`config.mk`:
```
export PLATFORM = sky130hd
export DESIGN_NAME = goodness_calc
export DESIGN_NICKNAME = d
export VERILOG_FILES = /design/src/rtl/ff_pkg.sv /design/src/rtl/goodness_calc.sv
export SDC_FILE = /design/constraint.sdc
export NUM_CORES = 2
export LEC_CHECK = 0
export BUFFER_PORTS_ARGS = -buffer_cell sky130_fd_sc_hd__clkbuf_2
export CORE_MARGIN = 1.5
export CORE_UTILIZATION = 58
export DETAILED_ROUTE_END_ITERATION = 6
export PLACE_DENSITY = 0.75
export REMOVE_ABC_BUFFERS = 1
export SLEW_MARGIN = 20
export SYNTH_ARGS = -nofsm -noshare
export SYNTH_HDL_FRONTEND = slang
export SYNTH_SLANG_ARGS = --single-unit
```
`constraint.sdc`:
```
create_clock -name clk -period 3 [get_ports clk]
set_clock_uncertainty 0.15 [all_clocks]
set_input_delay 0.3 -clock clk [delete_from_list [all_inputs] [get_ports clk]]
set_output_delay 0.3 -clock clk [all_outputs]
set_load 0.01 [all_outputs]
```
`src/rtl/ff_pkg.sv`:
```
package ff_pkg;

    // Layer dimensions
    localparam int INPUT_SIZE   = 16;
    localparam int NUM_NEURONS  = 8;

    // Q16.16 fixed point
    localparam int DATA_WIDTH   = 32;
    localparam int FRAC_BITS    = 16;

    // One weight per neuron and input, neuron-major
    localparam int WEIGHT_DEPTH = NUM_NEURONS * INPUT_SIZE;

    typedef logic signed [DATA_WIDTH-1:0]            data_t;
    typedef logic [$clog2(INPUT_SIZE)-1:0]           pixel_idx_t;
    typedef logic [$clog2(NUM_NEURONS)-1:0]          neuron_idx_t;
    typedef logic [$clog2(WEIGHT_DEPTH)-1:0]         weight_addr_t;

    // Write ports into the three storage blocks
    typedef struct packed {
        pixel_idx_t addr;
        data_t      data;
    } pixel_wr_t;

    typedef struct packed {
        weight_addr_t addr;
        data_t        data;
    } weight_wr_t;

    typedef struct packed {
        neuron_idx_t addr;
        data_t       data;
    } bias_wr_t;

    // Per-neuron result, used for raw sums and activations alike
    typedef struct packed {
        neuron_idx_t neuron;
        logic        last;
        data_t       value;
    } neuron_result_t;

    typedef enum logic [1:0] {
        MAC_IDLE,
        MAC_FILL,
        MAC_ACCUM,
        MAC_EMIT
    } mac_state_e;

    // Full signed product, arithmetic shift by FRAC_BITS, low word kept
    function automatic data_t fx_mul(input data_t a, input data_t b);
        logic signed [2*DATA_WIDTH-1:0] p;
        p = a * b;
        return p[FRAC_BITS +: DATA_WIDTH];
    endfunction

endpackage

```
`src/rtl/goodness_calc.sv`:
```
`timescale 1ns/100ps

module goodness_calc (
    input  logic                   clk,
    input  logic                   rst_n,
    input  logic                   act_valid,
    input  ff_pkg::neuron_result_t act,
    output logic                   goodness_valid,
    output ff_pkg::data_t          goodness
);

    ff_pkg::data_t acc;
    ff_pkg::data_t square;
    ff_pkg::data_t total;

    // Truncated square of the incoming activation
    assign square = ff_pkg::fx_mul(act.value, act.value);
    assign total  = acc + square;

    always_ff @(posedge clk or negedge rst_n) begin
        if (!rst_n) begin
            acc            <= '0;
            goodness       <= '0;
            goodness_valid <= 1'b0;
        end else begin
            goodness_valid <= 1'b0;
            if (act_valid) begin
                if (act.last) begin
                    // Pass done, publish and restart from zero
                    goodness       <= total;
                    goodness_valid <= 1'b1;
                    acc            <= '0;
                end else begin
                    acc <= total;
                end
            end
        end
    end

endmodule

```
==> impl_results.md <==
- Area growth syn-to-layout: 31.31%
- CTS max path bufs: 2
- Nets@finish: 4610
- Tightest Pin Transition: 1.109 ns
- Iteration-0 DRC Markers: 2236
- Yosys warns: 0
- Most frequent cells in the layout: inv_1, fa_1, buf_4, nand2_1, ha_1
- Ports: 72
- All-Layer GR Usage: 0.3691
- Final WS setup: -6.828 ns
- Fin util: 0.7713
- First-pass GRT wire length: 141400 um
- Number of synthesized register bits: 65
- Core area: 48850 um2
- Post-synth EDFFs: 0
- RSZ-0062 raised after global routing: true
- Fin crit share: 3.276
- Final Hold Viols: 0
- Status: complete, but fails checks
- Initial Util: 0.5874
- Place WS: -6.773 ns
- Reg2reg start: acc[2]
- Min Tclk post-route: 9.828 ns
- Rows: 81
- Commonest non-fill, non-tap cell in the layout: inv_1
- Die width: 225.4 um
- Max-cap violations: 0
- Vias: 24150
- # diodes: 0
- Largest area contributor in the netlist: fa_1
- DIE HEIGHT: 225.4 um
- DRC errors left: 0
- Overall routed net length: 98830 um
- Vias per inst: 5.664
- CP peak stage delay: 0.69 ns
- H-tree depth: 3
- Overflow after GRT: 0
- Setup CP Type: primary input to flop
- CP endpoint kind: flop
- Worst skew pair latency: 0.34 ns
- Placer congestion estimate: 0.9657
- Wire per inst: 23.18 um
- Crit path launch type: primary input
- Syn avg cell area: 9.707 um2
- CTS Root Cell: clkbuf_16
- Setup violations, final: 64
- Slew Limit Fails: 0
- Worst endpoint required time: 3.04 ns
- Setup TNS: -394.29 ns
- Vias in the first global route: 26760
- Post-synth ARST share: 1.000
- Synth top area share: 0.5386
- Antenna violations before repair: 0
- Largest cells by area after synthesis: fa_1, inv_1, ha_1, dfrtp_1, and2_1
- Slowest-stage cell, CP: fa_1
- CTS sink count: 65
- Min-Delay Path Class: primary input to flop
- Remaining antenna violation count: 0
- Max Clock Freq: 101.7 MHz
- Worst EP arrival: 9.87 ns
- Crit path max fanout: 6
- Netlist cell types: 63
- Failing checks: setup timing
- CTS tree: built
- Synth Instances: 2956
- Min-delay src: act_valid
- Port Buf Inserts: 68
- Worst-path clk slew: 0.06 ns
- Rel. slew slack: 0.2605
- Post-DP HPWL: 70500 um
- First-pass DRT Iterations: 6
- Post-synthesis sequential area ratio: 0.05669
- Total CTS buffers: 9
- Die Area: 50820 um2
- Setup crit start: act[9]
- Largest net degree at the start of global routing: 59
- Share of post-route cells with drive strength above 1: 0.3119
- Top FF cell, synth: dfrtp_1
- Mapped Area: 28690 um2
==> sequential cells by signal, indices dropped and copies added, names as in the netlist <==
register,flops
acc,32
goodness,32
goodness_valid,1
==> critical path: cells and delay by family <==
kind                     cells  cell delay, ns
adder cells (fa/ha/maj)     10            4.40
buffers and inverters       15            1.94
AND/OR/NAND/NOR              3            0.35
XOR/XNOR                     2            0.54
AO/OA/AOI/OAI               11            2.30
==> kinds of logic (layout without fill, tap and decap cells) <==
kind of cell | count (synthesis) | in the layout | share of synthesized area
AOI/OAI and AO/OA | 234 | 234 | 0.05568
xor gates and xnor gates | 91 | 91 | 0.02826
adders and majority gates | 976 | 976 | 0.6276
buffers and inverters | 981 | 1625 | 0.1283
DFF | 65 | 65 | 0.05669
muxes | 4 | 4 | 0.001483
and+or+nand+nor | 605 | 605 | 0.1020
==> stage by stage <==
step                      hold slack [ns]  cell area (um2)  std cells
after floorplan                   -0.1456            28340       2861
final                              0.1863            37680       4264
after global placement           0.004424            33690       4140
after CTS                          0.1478            36460       4235
after global routing               0.1817            37680       4264
after detailed placement         0.008834            33690       4140
==> layout make-up <==
| cell class | instances | area [um2] |
|---|---|---|
| clock buffer | 10 | 239.0 |
| sequential | 65 | 1627 |
| clock inverter | 6 | 43.79 |
| multi-input combinational | 1910 | 25430 |
| tap | 664 | 830.8 |
| fill | 2887 | 11170 |
| timing repair buffer | 723 | 6146 |
| inverter | 886 | 3359 |
==> worst paths after layout <==
kind                             endpoint  slack [ns]  cells after the start
setup / recovery                  acc[31]       -6.83                     41
hold / removal                     acc[1]        0.19                      2
setup reg to reg             goodness[20]       -0.19                     14
hold reg to reg              goodness[30]        0.34                      2
max in group asynchronous          acc[3]        1.92                      3
min in group asynchronous  goodness_valid        0.21                      2
==> Yosys cell counts, types with 3 or more instances <==
cell type and instances:
o21ai_0 57, clkbuf_1 95, o211ai_1 3, nor2b_1 18
nand2b_1 10, nand3_1 11, nand2_1 279, xnor2_1 57
dfrtp_1 65, fa_1 772, a31oi_1 3, nand4_1 5
o31ai_1 5, a21boi_0 4, or2_2 5, inv_1 883
o21a_1 17, and2_1 181, xor2_1 33, ha_1 204
o2bb2ai_1 26, a211oi_1 6, or3_1 4, nor3_1 15
a21oi_1 44, and3_1 5, a31o_2 3, nor2_1 63
o21bai_1 8, a21o_1 29, clkinv_1 3
==> layer usage <==
layer / track usage / part of all wire
met5: 0 / 0
met4: 0.1944 / 0.087
met3: 0.05841 / 0.096
met2: 0.6433 / 0.49
met1: 0.4419 / 0.33
==> repair_timing <==
item	in CTS	in global routing
setup buffers	93	46
endpoints found under the setup margin	64	64
gates cloned	1	0
resized for setup	433	251
hold endpoints to repair	65	0
pin swaps	204	218
hold buffers	1	0
Power is left out: the tool's default activity adds up to more than one toggle a clock period on the data nets, which glitch-free logic cannot reach.
