===== src/rtl/ff_pkg.sv =====
package ff_pkg;

    // Layer dimensions
    localparam int INPUT_SIZE   = 16;
    localparam int NUM_NEURONS  = 8;

    // Q16.16 fixed point
    localparam int DATA_WIDTH   = 32;
    localparam int FRAC_BITS    = 16;

    // One weight per neuron and input, neuron-major
    localparam int WEIGHT_DEPTH = NUM_NEURONS * INPUT_SIZE;

    typedef logic signed [DATA_WIDTH-1:0]            data_t;
    typedef logic [$clog2(INPUT_SIZE)-1:0]           pixel_idx_t;
    typedef logic [$clog2(NUM_NEURONS)-1:0]          neuron_idx_t;
    typedef logic [$clog2(WEIGHT_DEPTH)-1:0]         weight_addr_t;

    // Write ports into the three storage blocks
    typedef struct packed {
        pixel_idx_t addr;
        data_t      data;
    } pixel_wr_t;

    typedef struct packed {
        weight_addr_t addr;
        data_t        data;
    } weight_wr_t;

    typedef struct packed {
        neuron_idx_t addr;
        data_t       data;
    } bias_wr_t;

    // Per-neuron result, used for raw sums and activations alike
    typedef struct packed {
        neuron_idx_t neuron;
        logic        last;
        data_t       value;
    } neuron_result_t;

    typedef enum logic [1:0] {
        MAC_IDLE,
        MAC_FILL,
        MAC_ACCUM,
        MAC_EMIT
    } mac_state_e;

    // Full signed product, arithmetic shift by FRAC_BITS, low word kept
    function automatic data_t fx_mul(input data_t a, input data_t b);
        logic signed [2*DATA_WIDTH-1:0] p;
        p = a * b;
        return p[FRAC_BITS +: DATA_WIDTH];
    endfunction

endpackage


===== src/rtl/mac_unit.sv =====
`timescale 1ns/100ps

module mac_unit (
    input  logic                                    clk,
    input  logic                                    rst_n,
    input  logic                                    start,
    input  ff_pkg::data_t [ff_pkg::INPUT_SIZE-1:0]  shadow,
    output logic                                    capture,
    output logic                                    busy,
    output ff_pkg::weight_addr_t                    raddr,
    input  ff_pkg::data_t                           rdata,
    output logic                                    raw_valid,
    output ff_pkg::neuron_result_t                  raw
);

    localparam ff_pkg::pixel_idx_t  LAST_PIXEL  = ff_pkg::pixel_idx_t'(ff_pkg::INPUT_SIZE - 1);
    localparam ff_pkg::neuron_idx_t LAST_NEURON =
        ff_pkg::neuron_idx_t'(ff_pkg::NUM_NEURONS - 1);

    ff_pkg::mac_state_e  state;
    ff_pkg::neuron_idx_t neuron_cnt;
    // Index of the pixel whose weight arrives this cycle
    ff_pkg::pixel_idx_t  in_idx;
    // Index of the weight requested this cycle
    ff_pkg::pixel_idx_t  rd_idx;
    ff_pkg::data_t       acc;

    // Start only counts while idle
    assign busy    = (state != ff_pkg::MAC_IDLE);
    assign capture = start && !busy;

    // Fill requests input 0, accumulate runs one address ahead
    assign rd_idx = (state == ff_pkg::MAC_ACCUM) ? ff_pkg::pixel_idx_t'(in_idx + 1'b1) : '0;
    // Sizes are powers of two, so the concatenation is n * INPUT_SIZE + i
    assign raddr  = {neuron_cnt, rd_idx};

    // Sum leaves in the emit cycle
    assign raw_valid  = (state == ff_pkg::MAC_EMIT);
    assign raw.neuron = neuron_cnt;
    assign raw.last   = (neuron_cnt == LAST_NEURON);
    assign raw.value  = acc;

    always_ff @(posedge clk or negedge rst_n) begin
        if (!rst_n) begin
            state      <= ff_pkg::MAC_IDLE;
            neuron_cnt <= '0;
            in_idx     <= '0;
            acc        <= '0;
        end else begin
            case (state)
                ff_pkg::MAC_IDLE: begin
                    if (start) begin
                        neuron_cnt <= '0;
                        state      <= ff_pkg::MAC_FILL;
                    end
                end
                // Memory read in flight, accumulator cleared
                ff_pkg::MAC_FILL: begin
                    acc    <= '0;
                    in_idx <= '0;
                    state  <= ff_pkg::MAC_ACCUM;
                end
                ff_pkg::MAC_ACCUM: begin
                    acc    <= acc + ff_pkg::fx_mul(rdata, shadow[in_idx]);
                    in_idx <= in_idx + 1'b1;
                    if (in_idx == LAST_PIXEL) begin
                        state <= ff_pkg::MAC_EMIT;
                    end
                end
                ff_pkg::MAC_EMIT: begin
                    if (neuron_cnt == LAST_NEURON) begin
                        state <= ff_pkg::MAC_IDLE;
                    end else begin
                        neuron_cnt <= neuron_cnt + 1'b1;
                        state      <= ff_pkg::MAC_FILL;
                    end
                end
                default: begin
                    state <= ff_pkg::MAC_IDLE;
                end
            endcase
        end
    end

endmodule


===== config.mk =====
export PLATFORM = sky130hd
export DESIGN_NAME = mac_unit
export DESIGN_NICKNAME = d
export VERILOG_FILES = /design/src/rtl/ff_pkg.sv /design/src/rtl/mac_unit.sv
export SDC_FILE = /design/constraint.sdc
export NUM_CORES = 2
export LEC_CHECK = 0
export BUFFER_PORTS_ARGS = -buffer_cell sky130_fd_sc_hd__buf_2
export CORE_UTILIZATION = 54
export CTS_BUF_LIST = sky130_fd_sc_hd__clkbuf_4
export CTS_CLUSTER_SIZE = 28
export DETAILED_ROUTE_END_ITERATION = 6
export HOLD_SLACK_MARGIN = 0.06
export PLACE_DENSITY = 0.73
export SYNTH_ARGS = -nofsm -noshare
export SYNTH_HDL_FRONTEND = slang
export SYNTH_SLANG_ARGS = --single-unit

===== constraint.sdc =====
create_clock -name clk -period 16.5 [get_ports clk]
set_input_delay 1.65 -clock clk [delete_from_list [all_inputs] [get_ports clk]]
set_output_delay 1.65 -clock clk [all_outputs]
set_load 0.005 [all_outputs]

==> results.sh <==
export IMPL_slew_viol_final=0
export IMPL_fin_crit_sh=0.769
export IMPL_r2r_start="in_idx[0]"
export IMPL_holdBufCountCts=0
export IMPL_worstPathMaxFanout=45
export IMPL_hold_path_class="flip-flop to flip-flop"
export IMPL_synth_area_mm2=0.0358
export IMPL_synth_cell_types=62
export IMPL_grt_max_degree=106
export IMPL_global_route_peak_usage_layer="met2"
export IMPL_clock_path_buffers=2
export IMPL_fin_nets=5708
export IMPL_antenna_found_initial=34
export IMPL_finalCriticalPeriod_ns=12.69
export IMPL_area_growth_syn_to_layout_pct=9.84
export IMPL_min_from="acc[8]"
export IMPL_cp_start_kind="flip-flop"
export IMPL_drt_first_pass_iters=7
export IMPL_rsz0062_at_grt="false"
export IMPL_tightest_slew_ns=1.11
export IMPL_violations="design-rule violations"
export IMPL_required_ns=16.76
export IMPL_row_count=94
export IMPL_htree_levels=2
export IMPL_wire_per_inst_um=25.1
export IMPL_drive_above_1_share=0.192
export IMPL_hold_violations=0
export IMPL_clock_skew_ns=0.0230
export IMPL_die_w_um=259
export IMPL_synth_edff_count=0
export IMPL_gp_congestion=0.997
export IMPL_grt_total_usage=0.384
export IMPL_dpl_hpwl_um=106000
export IMPL_cts_resized=0
export IMPL_syn_nets=5298
export IMPL_core_area_mm2=0.0656
export IMPL_grt_use_met3=0.101
export IMPL_setup_worst_path_start="in_idx[0]"
export IMPL_grt_pass1_vias=30400
export IMPL_clock_sinks=41
export IMPL_fillers=5826
export IMPL_avgViaCountPerCell=5.80
export IMPL_post_cts_buffers=0
export IMPL_cp_slowest_cell="mux4_2"
export IMPL_async_flop_share=1.00
export IMPL_cp_end_kind="flip-flop"
export IMPL_tritoncts="yes"
export IMPL_synthFlopType="dfrtp_1"
export IMPL_slowest_delay_ns=0.82
export IMPL_antenna_left=0
export IMPL_io_buffers=592
export IMPL_fp_dieH_um=259
export IMPL_clkLatencyLatePin_ns=0.38
export IMPL_path_common_cell="fa_1"
export IMPL_clk_pin_slew_ns=0.16
export IMPL_met2_usage=0.619
export IMPL_syn_avg_cell_area_um2=9.65
export IMPL_yosysWarnings=0
export IMPL_multi_input_area_mm2=0.0308
export IMPL_syn_inst=3710
export IMPL_fmax_ghz=0.0788
export IMPL_setup_tns_ns=0
export IMPL_cts_buffers=5
export IMPL_use_met1=0.472
export IMPL_ys_seq_elements=41
export IMPL_grt_overflow=0
export IMPL_drcViolationCount=5
export IMPL_maxSlewHeadroom=0.252
export IMPL_initial_utilization=0.545
export IMPL_io_pins=593
export IMPL_status="complete, but fails checks"
export IMPL_route_vias_total=29000
export IMPL_worstSetupPathType="flip-flop to flip-flop"
export IMPL_max_cap_viol_count=0
export IMPL_setup_viol=0
export IMPL_drtIter0Drc=2422
export IMPL_seq_area_mm2=0.00104
export IMPL_yosysSeqAreaShare=0.0287
export IMPL_root_buffer="clkbuf_4"
export IMPL_cp_arrival_ns=12.96
export IMPL_die_area_mm2=0.0673
export IMPL_grt_first_pass_wirelength_um=188000
export IMPL_wl_um=126000
==> sequential cells by signal, indices dropped and copies added (netlist names) <==
register	flops
acc	32
in_idx	4
neuron_cnt	3
state	2
==> Yosys cell counts (3+ instances only) <==
library cell  number  area (um2)
xor2_1            31         272
xnor2_1           68         596
and3_1             6        37.5
o21a_1             5        37.5
nand2b_1          11        68.8
fa_1             839       16800
mux4_2           136        3060
buf_4              9        67.6
o32ai_1            3        26.3
o22ai_1           24         150
buf_1             13        48.8
buf_6              6        67.6
a22oi_1           10        75.1
a22o_1             4        35.0
clkbuf_1         176         661
inv_1            833        3130
dfrtp_1           41        1030
or2_2             11        68.8
and2_1           508        3180
a31oi_1            6        37.5
nor3_1             4        20.0
or3_1              3        18.8
nor2_1            39         146
nor2b_1           22         138
nor3b_1            3        22.5
a21oi_1           73         365
a21o_1            39         293
a211oi_1           9        67.6
o21ai_1            3        15.0
nand3_1           16        80.1
nand4_1           10        62.6
ha_1             202        2530
o21bai_1           9        67.6
o21ai_0           31         155
mux2i_1           37         370
mux2_2             4        45.0
nand2_1          419        1570
buf_2             13        65.1
==> worst max-delay path, delay by kind of cell, from the launching register on <==
kind | cells | cell delay [ns]
compound gates | 18 | 3.41
xor+xnor | 2 | 0.30
fa+ha+maj | 10 | 4.66
buf+inv | 3 | 0.83
flops | 1 | 0.76
mux | 2 | 1.48
simple gates | 4 | 1.02
==> path summary, 6_finish.rpt <==
path / endpoint / slack (ns) / cells after the start
min in group asynchronous: acc[0] / 1.41 / 1
worst min-delay path: acc[8] / 0.57 / 2
worst max register to register: acc[31] / 3.81 / 39
max in group asynchronous: in_idx[1] / 14.32 / 1
worst max-delay path: acc[31] / 3.81 / 39
worst min register to register: acc[8] / 0.57 / 2
==> cell families after synthesis <==
logic type,after synthesis,synth area share
multiplexers,177,0.0972
AO/OA/AOI/OAI,242,0.0439
adder cells (fa/ha/maj),1041,0.540
XOR/XNOR,100,0.0249
AND/OR/NAND/NOR,1059,0.153
flip-flops,41,0.0287
buffers and inverters,1050,0.113
==> layout by cell type, fill, tap and decap left out, drive strengths merged, types with 10 or more instances in the layout <==
cell    Yosys  final
a21oi      73     73
and2      508    508
nor2b      22     22
nand3      16     16
nand4      10     10
xor2       31     31
inv       833    833
nand2     419    419
mux4      136    136
buf        41    620
fa        839    839
o22ai      25     25
xnor2      68     68
a22oi      10     10
or2        11     11
o21ai      35     35
nor2       39     39
diode       0     22
dfrtp      41     41
mux2i      37     37
nand2b     11     11
a21o       39     39
ha        202    202
==> routing by layer <==
metal | part of all wire | wire [um]
met4 | 0.066 | 8350
met1 | 0.36 | 45100
met5 | 0.000087 | 11
met2 | 0.48 | 59900
met3 | 0.099 | 12500
==> final cells by class <==
cell class                      count  area share
Multi-Input combinational cell   2619       0.782
Timing Repair Buffer              620      0.0813
Inverter                          833      0.0795
Tap cell                          864      0.0275
Sequential cell                    41      0.0264
Antenna cell                       22     0.00140
Clock buffer                        5    0.000955
Clock inverter                      3    0.000446
==> through the flow <==
| step | instance area [um2] | std cells | utilization | setup WS [ns] | hold WS [ns] |
|---|---|---|---|---|---|
| 2_1_floorplan | 35800 | 3710 | - | 4.91 | 0.534 |
| 3_3_place_gp | 39200 | 4977 | 0.597 | 4.00 | 0.544 |
| 3_5_place_dp | 39200 | 4977 | 0.597 | 3.82 | 0.549 |
| 4_1_cts | 39300 | 4985 | 0.598 | 3.83 | 0.571 |
| 5_1_grt | 39300 | 4995 | 0.599 | 3.12 | 0.598 |
| 6_report | 39300 | 5007 | 0.599 | 3.81 | 0.570 |
Power is not shown: default switching activity piles up to over one toggle a cycle in this logic, so the estimate is an artifact.
