===== src/rtl/ff_pkg.sv =====
package ff_pkg;

    // Layer dimensions
    localparam int INPUT_SIZE   = 16;
    localparam int NUM_NEURONS  = 8;

    // Q16.16 fixed point
    localparam int DATA_WIDTH   = 32;
    localparam int FRAC_BITS    = 16;

    // One weight per neuron and input, neuron-major
    localparam int WEIGHT_DEPTH = NUM_NEURONS * INPUT_SIZE;

    typedef logic signed [DATA_WIDTH-1:0]            data_t;
    typedef logic [$clog2(INPUT_SIZE)-1:0]           pixel_idx_t;
    typedef logic [$clog2(NUM_NEURONS)-1:0]          neuron_idx_t;
    typedef logic [$clog2(WEIGHT_DEPTH)-1:0]         weight_addr_t;

    // Write ports into the three storage blocks
    typedef struct packed {
        pixel_idx_t addr;
        data_t      data;
    } pixel_wr_t;

    typedef struct packed {
        weight_addr_t addr;
        data_t        data;
    } weight_wr_t;

    typedef struct packed {
        neuron_idx_t addr;
        data_t       data;
    } bias_wr_t;

    // Per-neuron result, used for raw sums and activations alike
    typedef struct packed {
        neuron_idx_t neuron;
        logic        last;
        data_t       value;
    } neuron_result_t;

    typedef enum logic [1:0] {
        MAC_IDLE,
        MAC_FILL,
        MAC_ACCUM,
        MAC_EMIT
    } mac_state_e;

    // Full signed product, arithmetic shift by FRAC_BITS, low word kept
    function automatic data_t fx_mul(input data_t a, input data_t b);
        logic signed [2*DATA_WIDTH-1:0] p;
        p = a * b;
        return p[FRAC_BITS +: DATA_WIDTH];
    endfunction

endpackage


===== src/rtl/input_buffer.sv =====
`timescale 1ns/100ps

module input_buffer (
    input  logic                                    clk,
    input  logic                                    rst_n,
    input  logic                                    pixel_we,
    input  ff_pkg::pixel_wr_t                       pixel,
    input  logic                                    capture,
    output ff_pkg::data_t [ff_pkg::INPUT_SIZE-1:0]  shadow
);

    // Live image, written by the host at any time
    ff_pkg::data_t [ff_pkg::INPUT_SIZE-1:0] live;

    always_ff @(posedge clk or negedge rst_n) begin
        if (!rst_n) begin
            live <= '0;
        end else if (pixel_we) begin
            live[pixel.addr] <= pixel.data;
        end
    end

    // Shadow copy held for the running pass
    // A pixel written in the capture cycle goes straight into the shadow
    genvar gi;
    generate
        for (gi = 0; gi < ff_pkg::INPUT_SIZE; gi++) begin : g_shadow
            always_ff @(posedge clk or negedge rst_n) begin
                if (!rst_n) begin
                    shadow[gi] <= '0;
                end else if (capture) begin
                    if (pixel_we && pixel.addr == ff_pkg::pixel_idx_t'(gi)) begin
                        shadow[gi] <= pixel.data;
                    end else begin
                        shadow[gi] <= live[gi];
                    end
                end
            end
        end
    endgenerate

endmodule


===== config.mk =====
export PLATFORM = sky130hd
export DESIGN_NAME = input_buffer
export DESIGN_NICKNAME = d
export VERILOG_FILES = /design/src/rtl/ff_pkg.sv /design/src/rtl/input_buffer.sv
export SDC_FILE = /design/constraint.sdc
export NUM_CORES = 2
export LEC_CHECK = 0
export BUFFER_PORTS_ARGS = -buffer_cell sky130_fd_sc_hd__buf_4
export CAP_MARGIN = 15
export CORE_UTILIZATION = 62
export DETAILED_ROUTE_END_ITERATION = 16
export PLACE_DENSITY = 0.95
export SLEW_MARGIN = 20
export SYNTH_ARGS = -nofsm -noshare
export SYNTH_HDL_FRONTEND = slang
export SYNTH_SLANG_ARGS = --single-unit

===== constraint.sdc =====
create_clock -name clk -period 1.1 [get_ports clk]
set_clock_uncertainty 0.1 [all_clocks]
set_input_delay 0.11 -clock clk [delete_from_list [all_inputs] [get_ports clk]]
set_output_delay 0.11 -clock clk [all_outputs]
set_load 0.02 [all_outputs]

==> results.py, run 1 <==
metrics = {
    "status": {
        "status": "aborted with a tool error",
        "lastStage": "global routing (5_1_grt)",
        "error_message": "[ERROR GRT-0116] Global routing finished with congestion. Check the congestion regions in the DRC Viewer.",
    },
    "floorplanning": {
        "fp.dieW_um": 255,
        "rows": 92,
        "ios": 552,
        "die_y_um": 255,
        "initial_core_util": 0.628,
    },
    "synthesis": {
        "syn_area_sq_um": 39700,
        "synthSimpleGateAreaFrac": 0.164,
        "synthAdderAreaFrac": 0,
        "yosysWarnings": 0,
        "synth.distinct_cells": 23,
        "synth-seq-cells": 1024,
        "synth_nets": 4042,
        "synth_seq_area_share": 0.646,
        "postSynthCellCount": 4002,
        "synth_compound_area_frac": 0.147,
        "synth.mux.area_fraction": 0,
        "synth_area_per_cell_sq_um": 9.91,
        "synth_top_family_by_area": "simple AND/OR/NAND/NOR gates",
        "synth_xor_area_frac": 0,
    },
    "global_routing": {
        "grt_pass1_vias": 50100,
        "grt_usage": 0.744,
        "grt_max_degree": 111,
        "grt_pass1_wl_mm": 346,
        "overflow": 15,
    },
    "placed_design": {
        "port-buffer-count": 551,
        "dpl.hpwl_mm": 97.7,
        "finalWeightedCongestion": 0.897,
    },
    "clock_tree": {
        "cts_num_sinks": 1024,
        "cts_buffers": 98,
        "clock-root-buffer": "clkbuf_16",
        "ctsHtreeMaxLevel": 3,
        "ctsLongestPathBuffers": 3,
    },
}
## synthesized netlist by cell type
| library cell | n | share of area |
|---|---|---|
| buf_2 | 85 | 0.011 |
| nand3_1 | 513 | 0.065 |
| and2_1 | 1 | 0.00016 |
| nor2b_1 | 2 | 0.00032 |
| buf_4 | 8 | 0.0015 |
| and3b_1 | 2 | 0.00044 |
| o21ai_1 | 27 | 0.0034 |
| o21ai_2 | 20 | 0.0044 |
| nor3b_1 | 1 | 0.00019 |
| o21ai_0 | 465 | 0.059 |
| or3b_1 | 1 | 0.00022 |
| clkbuf_1 | 285 | 0.027 |
| buf_6 | 4 | 0.0011 |
| and3_1 | 1 | 0.00016 |
| nand3b_1 | 2 | 0.00038 |
| nand2_1 | 513 | 0.049 |
| nand2b_1 | 2 | 0.00032 |
| clkbuf_2 | 11 | 0.0014 |
| nor2_1 | 513 | 0.049 |
| buf_1 | 9 | 0.00085 |
| dfrtp_1 | 1024 | 0.65 |
| a31oi_1 | 512 | 0.081 |
| or2_1 | 1 | 0.00016 |
## routing by layer
metal | overflow | GRT usage
met5 | 0 | 0.383
met4 | 9 | 0.700
met3 | 1 | 0.662
met2 | 5 | 0.876
met1 | 0 | 0.731
## metrics by stage
step	cell area (sq um)	worst slack (ns)	cells	TNS, ns	utilization
after floorplan	40500	-0.231	4002	-54.85	-
after global placement	47500	-0.460	5283	-313.17	0.752
after detailed placement	47500	-0.585	5283	-360.03	0.752
after CTS	55200	-0.387	5754	-271.48	0.873
## cell families after synthesis
kind of cell | Yosys count
AND/OR/NAND/NOR | 1552
flip-flops | 1024
AO/OA/AOI/OAI | 1024
buffers and inverters | 402
## repair_timing
| item | 4_1_cts |
|---|---|
| resized for setup | 533 |
| pin swaps | 0 |
| buffers inserted | 247 |
| setup endpoints to repair | 512 |
| hold buffers | 43 |
| hold endpoints to repair | 2045 |
==> run 2, diff against run 1 <==
--- a/config.mk
+++ b/config.mk
@@ -7,9 +7,9 @@
 export LEC_CHECK = 0
 export BUFFER_PORTS_ARGS = -buffer_cell sky130_fd_sc_hd__buf_4
 export CAP_MARGIN = 15
-export CORE_UTILIZATION = 62
+export CORE_UTILIZATION = 40
 export DETAILED_ROUTE_END_ITERATION = 16
-export PLACE_DENSITY = 0.95
+export PLACE_DENSITY_LB_ADDON = 0.15
 export SLEW_MARGIN = 20
 export SYNTH_ARGS = -nofsm -noshare
 export SYNTH_HDL_FRONTEND = slang
==> run 2 against run 1 <==
Compared with the run above: the flow now finishes, with violations (negative hold slack, negative setup slack); synthesized cell count unchanged; synthesized area stayed put.
==> results.py, run 2 <==
metrics = {
    "clock_tree": {
        "ctsHtreeMaxLevel": 3,
        "cts_buffers": 106,
        "clock-root-buffer": "clkbuf_16",
        "ctsLongestPathBuffers": 3,
        "clk_latency_ns": 0.70,
        "clkTransAtPathRegs_ns": 0.07,
        "cts_num_sinks": 1024,
        "cts_tree": "yes",
    },
    "global_routing": {
        "grt_pass1_vias": 33500,
        "overflow": 0,
        "grt_pass1_wl_mm": 220,
        "antenna_found_initial": 9,
        "grt_max_degree": 95,
        "grt_usage": 0.296,
    },
    "floorplanning": {
        "initial_core_util": 0.404,
        "fp.coreArea_sq_um": 98300,
        "fp.dieW_um": 317,
        "ios": 552,
        "die_y_um": 317,
        "rows": 115,
        "die-area_sq_um": 100000,
    },
    "power": {
        "sw_frac_of_total": 0.301,
        "power_per_cell_area_nw_per_um2": 1970,
        "p_leak_nw": 26.5,
        "pwr-share-comb": 0.225,
        "intPower_mw": 77.5,
        "p_clk_frac": 0.335,
        "vdd_drop_max_uv": 1260,
        "pwr-share-seq": 0.440,
        "netSwitchingPower_mw": 33.4,
    },
    "timing": {
        "hold_viol_final": 22,
        "whs_ns": -0.0706,
        "fmax_mhz": 654,
        "rsz0062_at_grt": "yes",
        "period_needed_ns": 1.53,
        "fin_crit_sh": 1.39,
        "max-slew-margin-rel": 0.625,
        "setup_violations": 513,
        "slew_viol_final": 0,
        "worst_slew_pin_slew_ns": 0.562,
        "timing.final.ws_setup_ns": -0.429,
    },
    "synthesis": {
        "synth_seq_area_share": 0.646,
        "synth_top_area_frac": 0.646,
        "syn_area_sq_um": 39700,
        "yosysWarnings": 0,
        "synth_flop_cell": "dfrtp_1",
        "synth_area_per_cell_sq_um": 9.91,
        "async_flop_share": 1.00,
        "synth_nets": 4042,
        "synth.distinct_cells": 23,
        "synth_edf_count": 0,
        "synth-seq-cells": 1024,
        "synthTopCellsByCount": "dfrtp_1 (1,024), nand2_1 (513), nand3_1 (513), nor2_1 (513), a31oi_1 (512)",
        "yosys.area.top_type": "dfrtp_1",
        "yosysMostFrequentCell": "dfrtp_1",
        "postSynthCellCount": 4002,
        "ys_top_cells_by_area": "dfrtp_1 (65%), a31oi_1 (8.1%), nand3_1 (6.5%), o21ai_0 (5.9%), nand2_1 (4.9%)",
    },
    "cells_and_area": {
        "drive_above_1_share": 0.301,
        "area_growth_pct": 42.1,
        "layout_common_cells": "dfrtp_1 (942), buf_6 (514), nand3_1 (512), nand2_1 (512), nor2_1 (511)",
        "reg.largest.list": "live (512), shadow (512)",
        "layout.cells.most_common": "dfrtp_1",
        "stdcell_count": 6207,
        "fin_nets": 4870,
        "diodes": 0,
    },
    "drt": {
        "drt-total-wl_mm": 152,
        "wire_per_inst_um": 24.5,
        "drt-pass1-iter-count": 6,
        "vias": 35200,
        "postRouteAntennaNets": 0,
        "viasPerCell": 5.67,
        "drc": 0,
        "drt_iter0_drc": 3733,
    },
    "setup_path": {
        "crit_required_ns": 0.89,
        "crit_arrival_ns": 1.32,
        "crit_start": "shadow[416]",
        "crit_family": "flip-flops",
        "endpoint": "shadow[416]",
        "path_depth": 1,
        "regToRegSetupSlack_ns": 0.03,
        "path_class": "flop to output pin",
        "cp_slowest_stage_delay_ns": 0.47,
        "timing.rr.end": "shadow[335]",
        "worstPathCellList": "buf_6",
        "critPathBufInv": 1,
        "end_kind": "output pin",
        "crit_fanout": 2,
        "worst_setup_path_start_kind": "flop",
        "crit_path_top_delay_cell": "dfrtp_2",
        "rr_worst_depth": 4,
        "r2r_start": "shadow[335]",
    },
    "min_path": {
        "hold_path_depth": 4,
        "hold_path_class": "input pin to flop",
    },
    "status": {
        "failed_checks": "negative hold slack, negative setup slack",
        "status": "complete, but fails checks",
    },
    "run": {
        "maxCapViolCount": 0,
    },
    "placed_design": {
        "finalWeightedCongestion": 0.813,
        "dp_cells": 5751,
        "port-buffer-count": 551,
        "dpl.hpwl_mm": 101,
    },
}
[run 2: metal layers]
layer,vias up,share of wire,GRT usage
li1,15600,-,-
met1,17700,0.43,0.423
met2,1535,0.47,0.460
met3,272,0.074,0.0426
met4,6,0.035,0.107
met5,-,0.00028,0
[run 2: logic make-up (layout without fill, tap and decap cells)]
| group | Yosys count | in the layout | synth area share |
|---|---|---|---|
| AOI/OAI and AO/OA | 1024 | 1024 | 0.147 |
| and+or+nand+nor | 1552 | 1552 | 0.164 |
| DFF | 1024 | 1024 | 0.646 |
| buffers and inverters | 402 | 1320 | 0.0426 |
[run 2: power by group through the flow]
stage               clock network, mW  logic, mW  registers [mW]
finish                           37.2       25.0            48.8
CTS                              37.6       24.4            48.7
detailed placement                  0       21.3            48.8
floorplan                           0       8.31            50.6
global placement                    0       21.0            48.7
global route                     39.0       27.1            49.2
[run 2: stage by stage]
stage	worst slack, ns	util	TNS (ns)	cell area (sq um)	power [mW]
2_1_floorplan	-0.231	-	-54.85	40500	58.9
3_3_place_gp	-0.560	0.494	-408.40	48500	69.7
3_5_place_dp	-0.575	0.494	-422.56	48500	70.1
4_1_cts	-0.466	0.566	-317.03	55600	111
5_1_grt	-0.453	0.574	-202.34	56400	115
6_report	-0.429	0.574	-185.62	56400	111
[run 2: how the worst min path moves through the flow]
stage	slack, ns	startpoint	end
4_1_cts	-0.03	rst_n	live[14]
3_3_place_gp	-0.14	rst_n	shadow[414]
2_1_floorplan	-0.29	rst_n	live[0]
5_1_grt	-0.03	pixel[34]	live[93]
3_5_place_dp	-0.14	rst_n	shadow[414]
6_report	-0.07	pixel[34]	live[93]
[run 2: cell type report]
class	instances	area (sq um)
Clock inverter	36	378
Tap cell	1287	1610
Clock buffer	162	3230
Sequential cell	1024	25700
Multi-Input combinational cell	2576	12800
Timing Repair Buffer	1122	12600
Fill cell	8281	41900
[run 2: what timing repair did]
action | CTS | global route
setup buffers | 145 | 64
cloned | 0 | 5
endpoints found under the setup margin | 512 | 949
resized for setup | 577 | 38
endpoints found under the hold margin | 2048 | 3
hold buffers | 43 | 2
(Power assumes the default switching activity.)
