### src/rtl/ff_pkg.sv
package ff_pkg;

    // Layer dimensions
    localparam int INPUT_SIZE   = 16;
    localparam int NUM_NEURONS  = 8;

    // Q16.16 fixed point
    localparam int DATA_WIDTH   = 32;
    localparam int FRAC_BITS    = 16;

    // One weight per neuron and input, neuron-major
    localparam int WEIGHT_DEPTH = NUM_NEURONS * INPUT_SIZE;

    typedef logic signed [DATA_WIDTH-1:0]            data_t;
    typedef logic [$clog2(INPUT_SIZE)-1:0]           pixel_idx_t;
    typedef logic [$clog2(NUM_NEURONS)-1:0]          neuron_idx_t;
    typedef logic [$clog2(WEIGHT_DEPTH)-1:0]         weight_addr_t;

    // Write ports into the three storage blocks
    typedef struct packed {
        pixel_idx_t addr;
        data_t      data;
    } pixel_wr_t;

    typedef struct packed {
        weight_addr_t addr;
        data_t        data;
    } weight_wr_t;

    typedef struct packed {
        neuron_idx_t addr;
        data_t       data;
    } bias_wr_t;

    // Per-neuron result, used for raw sums and activations alike
    typedef struct packed {
        neuron_idx_t neuron;
        logic        last;
        data_t       value;
    } neuron_result_t;

    typedef enum logic [1:0] {
        MAC_IDLE,
        MAC_FILL,
        MAC_ACCUM,
        MAC_EMIT
    } mac_state_e;

    // Full signed product, arithmetic shift by FRAC_BITS, low word kept
    function automatic data_t fx_mul(input data_t a, input data_t b);
        logic signed [2*DATA_WIDTH-1:0] p;
        p = a * b;
        return p[FRAC_BITS +: DATA_WIDTH];
    endfunction

endpackage

### src/rtl/relu_norm.sv
`timescale 1ns/100ps

module relu_norm (
    input  logic                   clk,
    input  logic                   rst_n,
    input  logic                   bias_we,
    input  ff_pkg::bias_wr_t       bias,
    input  logic                   raw_valid,
    input  ff_pkg::neuron_result_t raw,
    output logic                   act_valid,
    output ff_pkg::neuron_result_t act
);

    // One bias per neuron
    ff_pkg::data_t bias_mem [ff_pkg::NUM_NEURONS];
    ff_pkg::data_t biased;

    // Wrapping add, same as the sums upstream
    assign biased = raw.value + bias_mem[raw.neuron];

    always_ff @(posedge clk or negedge rst_n) begin
        if (!rst_n) begin
            for (int i = 0; i < ff_pkg::NUM_NEURONS; i++) begin
                bias_mem[i] <= '0;
            end
        end else if (bias_we) begin
            bias_mem[bias.addr] <= bias.data;
        end
    end

    // Registered activation, one cycle behind raw_valid
    always_ff @(posedge clk or negedge rst_n) begin
        if (!rst_n) begin
            act_valid <= 1'b0;
            act       <= '0;
        end else begin
            act_valid <= raw_valid;
            if (raw_valid) begin
                act.neuron <= raw.neuron;
                act.last   <= raw.last;
                // ReLU on the sign bit
                act.value  <= biased[ff_pkg::DATA_WIDTH-1] ? '0 : biased;
            end
        end
    end

endmodule

### config.mk
export PLATFORM = sky130hd
export DESIGN_NAME = relu_norm
export DESIGN_NICKNAME = d
export VERILOG_FILES = /design/src/rtl/ff_pkg.sv /design/src/rtl/relu_norm.sv
export SDC_FILE = /design/constraint.sdc
export NUM_CORES = 1
export LEC_CHECK = 0
export BUFFER_PORTS_ARGS = -buffer_cell sky130_fd_sc_hd__buf_2
export CORE_UTILIZATION = 60
export CTS_CLUSTER_DIAMETER = 50
export DETAILED_ROUTE_END_ITERATION = 7
export GPL_ROUTABILITY_DRIVEN = 0
export PLACE_DENSITY = 0.92
export SYNTH_ARGS = -nofsm -noshare
export SYNTH_HDL_FRONTEND = slang
export SYNTH_SLANG_ARGS = --single-unit
### constraint.sdc
create_clock -name clk -period 4.35 [get_ports clk]
set_input_delay 1.305 -clock clk [delete_from_list [all_inputs] [get_ports clk]]
set_output_delay 1.305 -clock clk [all_outputs]
set_load 0.005 [all_outputs]
==> flow_summary_export.csv, run 1 <==
group,metric,value,unit
run_status,status,"finished, violations left",
run_status,violations,"negative setup slack",
yosys,synth_compound_area_frac,0.0519,
yosys,synth_area,14200,um2
global_route,grt_overflow_total,0,
pwr,ir_drop,0.317,mV
setup_path,critPathCaptureType,"flop",
cts,cts_buffer_depth,3,
run,maxCapViolCount,0,
final_layout,fin_cells,1542,
route,via_count,10068,
route,wl,41300,um
placed_design,io_buffers,110,
yosys,syn-num-nets,1097,
route,antenna_left,0,
pwr,seq_power_share,0.391,
cts,htree_levels,1,
timing,hold_viol,0,
yosys,synth_top_family_by_area,"multiplexers",
final_layout,fillCellCount,1228,
timing,fin_worst_skew,0.0122,ns
setup_path,crit_top_cell,"buf_4",
setup_path,cp_top_family,"buffers and inverters",
yosys,yosys.area_share.simple,0.0319,
worst_hold_path,hold_class,"reg -> reg",
yosys,yosysUniqueCellTypes,52,
placed_design,dpl.hpwl,24100,um
cts,clock_latency,0.56,ns
global_route,grt_antenna_before_repair,5,
route,via_per_inst,6.53,
cts,numCtsBuffers,31,
pwr,p_per_area,553,nW/um2
yosys,synthXorXnorAreaFrac,0.0190,
setup_path,cp_slowest_cell,"o31ai_1",
pwr,power.switching,0.00299,W
global_route,grt_pass1_vias,10898,
final_layout,layout_common_cells,"dfrtp_1, mux2_2, buf_4",
pwr,p_leak,7.73,nW
route,dr.pass1.iters,5,
setup_path,start_kind,"input port",
timing,finalCritPeriodShare,1.00,
timing,setup_ws,-0.0182,ns
yosys,synth_mux_area_frac,0.333,
floorplanning,coreArea,22900,um2
yosys,synth_warnings,0,
route,post_drt_wl_per_cell,26.8,um
floorplanning,die_w,156,um
floorplanning,rows,55,
global_route,grt_max_degree,121,
floorplanning,die_h,156,um
setup_path,cp.required,4.80,ns
cts,cts_tree,"done",
route,drt_iter0_drc,901,
setup_path,max_stage_delay,0.33,ns
floorplanning,boundaryPins,112,
yosys,async_flop_share,1.00,
timing,max_freq,229,MHz
setup_path,worst-setup-path-type,"in -> reg",
placed_design,dp.cells,1468,
cts,cts_sinks,292,
floorplanning,dieArea,24300,um2
setup_path,critPathBufInv,7,
pwr,power.share.clock,0.288,
timing,relSlewSlack,0.380,
timing,min_period,4.37,ns
pwr,internal_power,0.00665,W
pwr,swShare,0.310,
yosys,synth_fa_ha_area_frac,0.0287,
cts,root_buffer,"clkbuf_16",
timing,worstMarginPinSlew,0.930,ns
final_layout,drive_gt1_frac,0.561,
timing,timing.hold.ws,0.491,ns
timing,final-setup-viol-count,1,
cts,cts.clk_slew.worst_paths,0.07,ns
floorplanning,start_util,0.620,
yosys,synthFlopType,"dfrtp_1",
route,drc,0,
setup_path,worstPathCellList,"clkbuf_4 > buf_12 > buf_4 > buf_4 > mux4_2 > mux2_2 > ha_1 > buf_4 > nand2_1 > a31oi_4 > nand2_2 > buf_4 > nor3_1 > nor2_1 > o31ai_1 > buf_4 > xnor2_1 > o31ai_1",
yosys,seq_area_frac_synth,0.514,
final_layout,area_delta_synth_final,22.6,%
yosys,ys_seq_elements,292,
yosys,syn-mean-instance-area,14.4,um2
setup_path,cp_max_fo,7,
yosys,synthesis.instances,990,
timing,finalMaxSlewViolations,0,
final_layout,nets,1314,
global_route,track_usage,0.338,
setup_path,arrival,4.82,ns
yosys,synth_edf_count,0,
final_layout,final_common_cell,"dfrtp_1",
pwr,comb_power_share,0.321,
global_route,grt_pass1_wl,61600,um
==> cell usage after synthesis, drive strengths merged, types with 14 or more instances <==
cell	number	share of area
mux4	64	0.10
xor2	14	0.0092
inv	19	0.0050
ha	31	0.027
a21oi	24	0.0092
o21ai	17	0.0065
dfrtp	292	0.51
nand2	44	0.012
clkbuf	44	0.012
nor2	15	0.0040
mux2	291	0.23
xnor2	16	0.0099
o22ai	17	0.0075
==> what timing repair did <==
action	CTS	global route
cloned	1	2
buffers inserted	0	16
hold buffers	0	0
pin swaps	2	10
endpoints found under the setup margin	31	31
resized for setup	11	32
==> logic make-up (layout without fill, tap and decap cells) <==
group	after synthesis	count (layout)
flip-flops	292	292
adder cells (fa/ha/maj)	32	32
AND/OR/NAND/NOR	96	96
buffers and inverters	75	312
multiplexers	356	356
XOR/XNOR	30	30
AO/OA/AOI/OAI	108	108
other	1	3
==> registers in the layout, summed over array words and instances, names as in the netlist <==
| register | cells |
|---|---|
| act | 35 |
| act_valid | 1 |
| bias_mem | 256 |
==> power by group through the flow <==
stage / Sequential [W] / Combinational (W) / Clock, W
3_5_place_dp: 0.00376 / 0.00275 / 0
4_1_cts: 0.00373 / 0.00285 / 0.00277
2_1_floorplan: 0.00363 / 0.00178 / 0
3_3_place_gp: 0.00370 / 0.00260 / 0
6_report: 0.00377 / 0.00310 / 0.00277
5_1_grt: 0.00383 / 0.00329 / 0.00290
==> final timing paths <==
check,start,to,slack (ns),cells after the start
setup / recovery,raw[34],act[20]$_DFFE_PN0P_,-0.02,18
hold / removal,act[24]$_DFFE_PN0P_,act[24]$_DFFE_PN0P_,0.49,1
setup reg to reg,bias_mem[0]$_DFFE_PN0P_,act[22]$_DFFE_PN0P_,0.58,14
hold reg to reg,act[24]$_DFFE_PN0P_,act[24]$_DFFE_PN0P_,0.49,1
max in group asynchronous,rst_n,bias_mem[204]$_DFFE_PN0P_,2.54,2
min in group asynchronous,rst_n,bias_mem[60]$_DFFE_PN0P_,0.83,1
==> metal layers <==
metal | global-route usage | share of wire
met1 | 0.413 | 0.36
met5 | 0 | 0.0011
met4 | 0.204 | 0.060
met2 | 0.557 | 0.50
met3 | 0.0678 | 0.073
==> metrics by stage <==
step	setup slack, ns	power, W	utilization	setup TNS, ns	cell area, um2
global route	-0.0852	0.0100	0.760	-0.653	17400
finish	-0.0182	0.00964	0.760	-0.0182	17400
detailed placement	-0.688	0.00651	0.695	-17.61	15900
CTS	0.0152	0.00936	0.745	0	17100
floorplan	-0.188	0.00541	-	-4.31	14300
global placement	-0.567	0.00630	0.695	-13.14	15900
==> worst register-to-register path, delay by kind of cell (launching register included) <==
kind,cells,cell delay (ns)
AOI/OAI and AO/OA,6,1.40
DFF,1,0.41
muxes,2,0.75
adders and majority gates,2,0.53
xor gates and xnor gates,1,0.16
and+or+nand+nor,2,0.21
buffers and inverters,1,0.20
==> cell type report <==
cell class / count / area (um2) / share of cell area
Timing Repair Buffer: 239 / 1750 / 0.100
Antenna cell: 2 / 5.00 / 0.000287
Clock buffer: 41 / 883 / 0.0507
Inverter: 20 / 75.1 / 0.00431
Clock inverter: 12 / 176 / 0.0101
Sequential cell: 292 / 7310 / 0.419
Tap cell: 313 / 392 / 0.0225
Multi-Input combinational cell: 623 / 6840 / 0.393
No activity file was read; power rests on OpenSTA's default activity.
==> run 2: changes to the inputs <==
--- a/config.mk
+++ b/config.mk
@@ -6,11 +6,13 @@
 export NUM_CORES = 1
 export LEC_CHECK = 0
 export BUFFER_PORTS_ARGS = -buffer_cell sky130_fd_sc_hd__buf_2
-export CORE_UTILIZATION = 60
+export CORE_UTILIZATION = 62
+export CTS_BUF_LIST = sky130_fd_sc_hd__clkbuf_8
 export CTS_CLUSTER_DIAMETER = 50
 export DETAILED_ROUTE_END_ITERATION = 7
 export GPL_ROUTABILITY_DRIVEN = 0
-export PLACE_DENSITY = 0.92
+export PLACE_DENSITY = 0.94
+export RECOVER_POWER = 100
 export SYNTH_ARGS = -nofsm -noshare
 export SYNTH_HDL_FRONTEND = slang
 export SYNTH_SLANG_ARGS = --single-unit
==> constraint.sdc (replaced) <==
create_clock -name clk -period 4.35 [get_ports clk]
set_input_delay 1.305 -clock clk [delete_from_list [all_inputs] [get_ports clk]]
set_output_delay 1.305 -clock clk [all_outputs]
set_load 0.02 [all_outputs]
==> flow_summary_export.csv, run 2 (synthesis gave the netlist of run 1 again) <==
group,metric,value,unit
cts,cts_buffer_depth,3,
pwr,p_per_area,544,nW/um2
final_layout,top_register,"bias_mem",
placed_design,place_ws,-0.640,ns
final_layout,largestRegisters,"bias_mem (256), act (35), act_valid (1)",
run,maxCapViolCount,9,
final_layout,postLayoutCoreUtil,0.751,
pwr,ir_drop,0.344,mV
setup_path,arrival,4.82,ns
timing,min_period,4.41,ns
final_layout,largest_reg_flops,256,
placed_design,place_area,15900,um2
route,via_count,10166,
setup_path,cp.required,4.75,ns
setup_path,crit_start,"raw[33]",
final_layout,area_delta_synth_final,19.3,%
setup_path,r2r_start,"bias_mem[97]$_DFFE_PN0P_",
run_status,status,"finished, violations left",
cts,cts_tree,"done",
cts,root_buffer,"clkbuf_8",
route,via_per_inst,6.63,
floorplanning,coreArea,22600,um2
floorplanning,rows,55,
floorplanning,dieArea,23500,um2
timing,max_freq,227,MHz
final_layout,final_common_cell,"dfrtp_1",
worst_hold_path,hold_depth,2,
global_route,grt_antenna_before_repair,3,
setup_path,start_kind,"input port",
cts,cts_sinks,292,
global_route,grt_pass1_vias,10949,
placed_design,io_buffers,110,
final_layout,fin_area,17000,um2
cts,htree_levels,2,
timing,tns,-0.361,ns
run_status,violations,"max-capacitance violations, max-slew violations, negative setup slack",
timing,worstMarginPinSlew,2.57,ns
cts,cts.clk_slew.worst_paths,0.06,ns
timing,final-setup-viol-count,14,
cts,clock_latency,0.57,ns
global_route,grt_pass1_wl,60700,um
timing,finalCritPeriodShare,1.01,
floorplanning,start_util,0.629,
route,wl,40800,um
pwr,p_leak,7.51,nW
timing,setup_ws,-0.0628,ns
timing,hold_viol,0,
route,antenna_left,0,
floorplanning,boundaryPins,112,
timing,fin_worst_skew,0.0186,ns
final_layout,drive_gt1_frac,0.500,
setup_path,critPathCaptureType,"flop",
worst_hold_path,hold_start,"act[28]$_DFFE_PN0P_",
worst_hold_path,hold_class,"reg -> reg",
final_layout,nets,1320,
setup_path,rrSetupSlack,0.56,ns
setup_path,cp_max_fo,8,
floorplanning,die_w,153,um
setup_path,worst-setup-path-type,"in -> reg",
route,drc,0,
cts,numCtsBuffers,47,
final_layout,layout_common_cells,"dfrtp_1, mux2_2, buf_4",
pwr,power.total,0.00923,W
timing,relSlewSlack,-0.715,
setup_path,rr_worst_depth,14,
global_route,grt_max_degree,93,
global_route,track_usage,0.341,
global_route,grt_overflow_total,0,
route,dr.pass1.iters,6,
route,drt_iter0_drc,691,
route,post_drt_wl_per_cell,26.6,um
placed_design,dpl.hpwl,23300,um
floorplanning,die_h,153,um
timing,finalMaxSlewViolations,357,
[run 2: path summary, 6_finish.rpt]
path | endpoint
max reg2reg | act[19]$_DFFE_PN0P_
min reg2reg | act[28]$_DFFE_PN0P_
max in group asynchronous | bias_mem[234]$_DFFE_PN0P_
min in group asynchronous | bias_mem[30]$_DFFE_PN0P_
min | act[28]$_DFFE_PN0P_
max | act[19]$_DFFE_PN0P_
[run 2: per-layer routing]
metal	wire [um]	GRT usage	up-vias
met5	13	0	-
met4	2930	0.238	2
met3	3040	0.0697	245
met2	20100	0.563	618
met1	14700	0.402	5138
li1	-	-	4163
[run 2: critical path, cell delays in order]
cell and delay, ns:
buf_16 0.12, buf_12 0.14, mux4_2 0.50, mux2_2 0.32, ha_4 0.29, o211ai_1 0.13
o211ai_2 0.25, and4_4 0.27, o21ai_2 0.09, o21ai_2 0.21, a21oi_4 0.10, o31ai_4 0.39
xor2_4 0.34, buf_6 0.21, o22ai_1 0.12
[run 2: through the flow]
| stage | instances | hold slack [ns] |
|---|---|---|
| final | 1533 | 0.489 |
| after global routing | 1533 | 0.518 |
| after CTS | 1520 | 0.486 |
| after detailed placement | 1436 | 0.471 |
| after global placement | 1436 | 0.466 |
| after floorplan | 990 | 0.474 |
[run 2: what timing repair did]
action / CTS / global route
endpoints found under the setup margin: 30 / 31
pin swaps: 0 / 9
hold buffers: 0 / 0
gates resized for setup: 4 / 30
setup buffers: 1 / 8
cloned: 1 / 3
[run 2: final cells by class]
class	instances	area, um2
clock inverters	29	148
inverters	20	75.1
well taps	285	357
fillers	1261	5620
repair buffers	229	1550
clock buffers	53	729
multi-input cells	623	6780
flip-flops and latches	292	7310
diodes	2	5.00
[run 2: where the power goes]
| group | internal [W] | switching, W | leakage [nW] |
|---|---|---|---|
| registers | 0.00337 | 0.000426 | 3.53 |
| logic | 0.00159 | 0.00158 | 3.45 |
| clock network | 0.00117 | 0.00110 | 0.528 |
==> run 3: changes to the inputs <==
--- a/config.mk
+++ b/config.mk
@@ -5,13 +5,14 @@
 export SDC_FILE = /design/constraint.sdc
 export NUM_CORES = 1
 export LEC_CHECK = 0
+export ABC_AREA = 1
 export BUFFER_PORTS_ARGS = -buffer_cell sky130_fd_sc_hd__buf_2
-export CORE_UTILIZATION = 62
+export CORE_UTILIZATION = 63
 export CTS_BUF_LIST = sky130_fd_sc_hd__clkbuf_8
 export CTS_CLUSTER_DIAMETER = 50
 export DETAILED_ROUTE_END_ITERATION = 7
 export GPL_ROUTABILITY_DRIVEN = 0
-export PLACE_DENSITY = 0.94
+export PLACE_DENSITY = 0.95
 export RECOVER_POWER = 100
 export SYNTH_ARGS = -nofsm -noshare
 export SYNTH_HDL_FRONTEND = slang
==> flow_summary_export.csv, run 3 <==
group,metric,value,unit
pwr,ir_drop,0.215,mV
floorplanning,coreArea,23400,um2
pwr,internal_power,0.00500,W
route,drc,4,
final_layout,largestRegisters,"bias_mem (256), act (35), act_valid (1)",
run,maxCapViolCount,8,
setup_path,cp_slowest_cell,"clkbuf_1",
yosys,syn-mean-instance-area,7.56,um2
worst_hold_path,hold_start,"act[35]$_DFFE_PN0P_",
worst_hold_path,hold_class,"reg -> reg",
setup_path,rrSetupSlack,1.44,ns
cts,htree_levels,2,
yosys,yosysUniqueCellTypes,35,
route,antenna_left,0,
yosys,seq_area_frac_synth,0.486,
setup_path,start_kind,"input port",
setup_path,critPathCaptureType,"flop",
final_layout,top_register,"bias_mem",
placed_design,dpl.hpwl,27500,um
setup_path,cp_max_fo,64,
timing,finalCritPeriodShare,0.929,
timing,relSlewSlack,-1.12,
cts,cts.clk_slew.worst_paths,0.06,ns
cts,ctsHoldBuffers,0,
yosys,synth_warnings,0,
route,via_count,14757,
yosys,synth_most_common_cell,"nand2_1",
floorplanning,rows,56,
global_route,grt_overflow_total,0,
route,drt_iter0_drc,1721,
global_route,grt_pass1_wl,69600,um
final_layout,n_antenna_cell,0,
cts,cts_resized,0,
floorplanning,dieArea,24500,um2
timing,timing.hold.ws,0.478,ns
setup_path,arrival,4.30,ns
setup_path,rr_worst_depth,17,
timing,min_period,4.04,ns
yosys,synth.area.top_cells,"dfrtp_1, nand2_1, o21ai_0, nor2_1, inv_1",
yosys,synth_edf_count,0,
floorplanning,die_w,156,um
setup_path,max_stage_delay,2.17,ns
cts,cts_sinks,292,
cts,cts_buffer_depth,3,
yosys,syn-num-nets,2096,
yosys,ys_seq_elements,292,
final_layout,postLayoutCoreUtil,0.710,
run_status,status,"finished, violations left",
final_layout,final_common_cell,"nand2_1",
cts,numCtsBuffers,47,
timing,finalMaxSlewViolations,414,
pwr,p_leak,8.48,nW
final_layout,drive_gt1_frac,0.0853,
pwr,p_per_area,458,nW/um2
timing,final-setup-viol-count,0,
yosys,synth_area,15000,um2
global_route,track_usage,0.359,
cts,post_cts.repair.setup_buffers,0,
route,post_drt_wl_per_cell,17.6,um
pwr,comb_power_share,0.250,
setup_path,worst-setup-path-type,"in -> reg",
pwr,seq_power_share,0.468,
final_layout,layout_common_cells,"nand2_1, o21ai_0, dfrtp_1",
route,via_per_inst,6.08,
run_status,violations,"design-rule violations, max-capacitance violations, max-slew violations",
pwr,power.share.clock,0.281,
final_layout,area_delta_synth_final,10.6,%
timing,rsz0062_at_grt,"false",
setup_path,worstPathCellList,"buf_2 > nand2_1 > inv_1 > nand2_2 > clkbuf_1 > o21ai_0",
route,dr.pass1.iters,8,
setup_path,rr_endpoint,"act[24]$_DFFE_PN0P_",
final_layout,fin_area,16600,um2
global_route,grt_antenna_before_repair,1,
floorplanning,start_util,0.642,
pwr,power.switching,0.00262,W
yosys,synthesis.instances,1989,
setup_path,cp.required,4.61,ns
pwr,power.total,0.00762,W
timing,max_freq,248,MHz
cts,cts_tree,"done",
final_layout,nets,2187,
final_layout,largest_reg_flops,256,
timing,fin_worst_skew,0.0206,ns
setup_path,r2r_start,"bias_mem[192]$_DFFE_PN0P_",
yosys,yosys.area.top_type_share,0.486,
route,wl,42800,um
placed_design,io_buffers,110,
yosys,yosysTopAreaCell,"dfrtp_1",
pwr,swShare,0.344,
worst_hold_path,hold_depth,2,
global_route,grt_max_degree,91,
timing,hold_viol,0,
timing,tns,0,ns
cts,clock_latency,0.57,ns
global_route,grt_pass1_vias,14529,
cts,root_buffer,"clkbuf_8",
yosys,synthFlopType,"dfrtp_1",
floorplanning,die_h,156,um
yosys,async_flop_share,1.00,
worst_hold_path,min_to,"act[35]$_DFFE_PN0P_",
final_layout,fillCellCount,1721,
floorplanning,boundaryPins,112,
timing,worstMarginPinSlew,3.19,ns
placed_design,place_area,16000,um2
yosys,synth_common_cells,"nand2_1, o21ai_0, dfrtp_1",
run 3: logic make-up after synthesis:
kind of cell	synth area share
simple gates	0.223
compound gates	0.187
buf+inv	0.0760
flops	0.486
fa+ha+maj	0.0271
xor+xnor	0.000583
other cells	0.000249
run 3: area by class of cell:
| type | count | area, um2 | share of cell area |
|---|---|---|---|
| clock inverters | 25 | 103 | 0.00617 |
| inverters | 185 | 694 | 0.0418 |
| multi-input cells | 1405 | 6530 | 0.393 |
| clock buffers | 53 | 729 | 0.0439 |
| repair buffers | 149 | 868 | 0.0522 |
| flip-flops and latches | 292 | 7310 | 0.439 |
| well taps | 319 | 399 | 0.0240 |
run 3: metal layers:
metal,vias to the layer above,part of all wire,global-route usage
met3,225,0.13,0.0911
met5,-,0.00030,0
met2,1058,0.45,0.567
met1,6831,0.38,0.458
li1,6641,-,-
met4,2,0.044,0.187
run 3: how the worst max path moves through the flow:
stage | start | end | slack (ns) | cells after the start
floorplan | raw[33] | act[17]$_DFFE_PN0P_ | 0.58 | 21
global placement | raw[33] | act[27]$_DFFE_PN0P_ | 0.25 | 18
detailed placement | raw[33] | act[28]$_DFFE_PN0P_ | 0.17 | 19
CTS | raw[33] | act[27]$_DFFE_PN0P_ | 0.60 | 18
global route | raw[33] | act[27]$_DFFE_PN0P_ | 0.22 | 19
finish | bias_we | bias_mem[78]$_DFFE_PN0P_ | 0.31 | 6
run 3: through the flow:
step                std cells  setup WS, ns
floorplan                1989         0.578
CTS                      2428         0.605
detailed placement       2350         0.173
finish                   2428         0.310
global placement         2350         0.247
global route             2428         0.221
run 3: critical path: cells and delay by family:
kind            cells  cell delay, ns
simple gates        2            0.14
buf+inv             3            2.35
compound gates      1            0.47
run 3: power groups by stage:
stage / Clock [W] / Combinational, W / Sequential [W]
after global placement: 0 / 0.00180 / 0.00355
after floorplan: 0 / 0.00123 / 0.00362
after detailed placement: 0 / 0.00190 / 0.00358
final: 0.00214 / 0.00191 / 0.00357
after global routing: 0.00228 / 0.00214 / 0.00361
after CTS: 0.00214 / 0.00194 / 0.00355
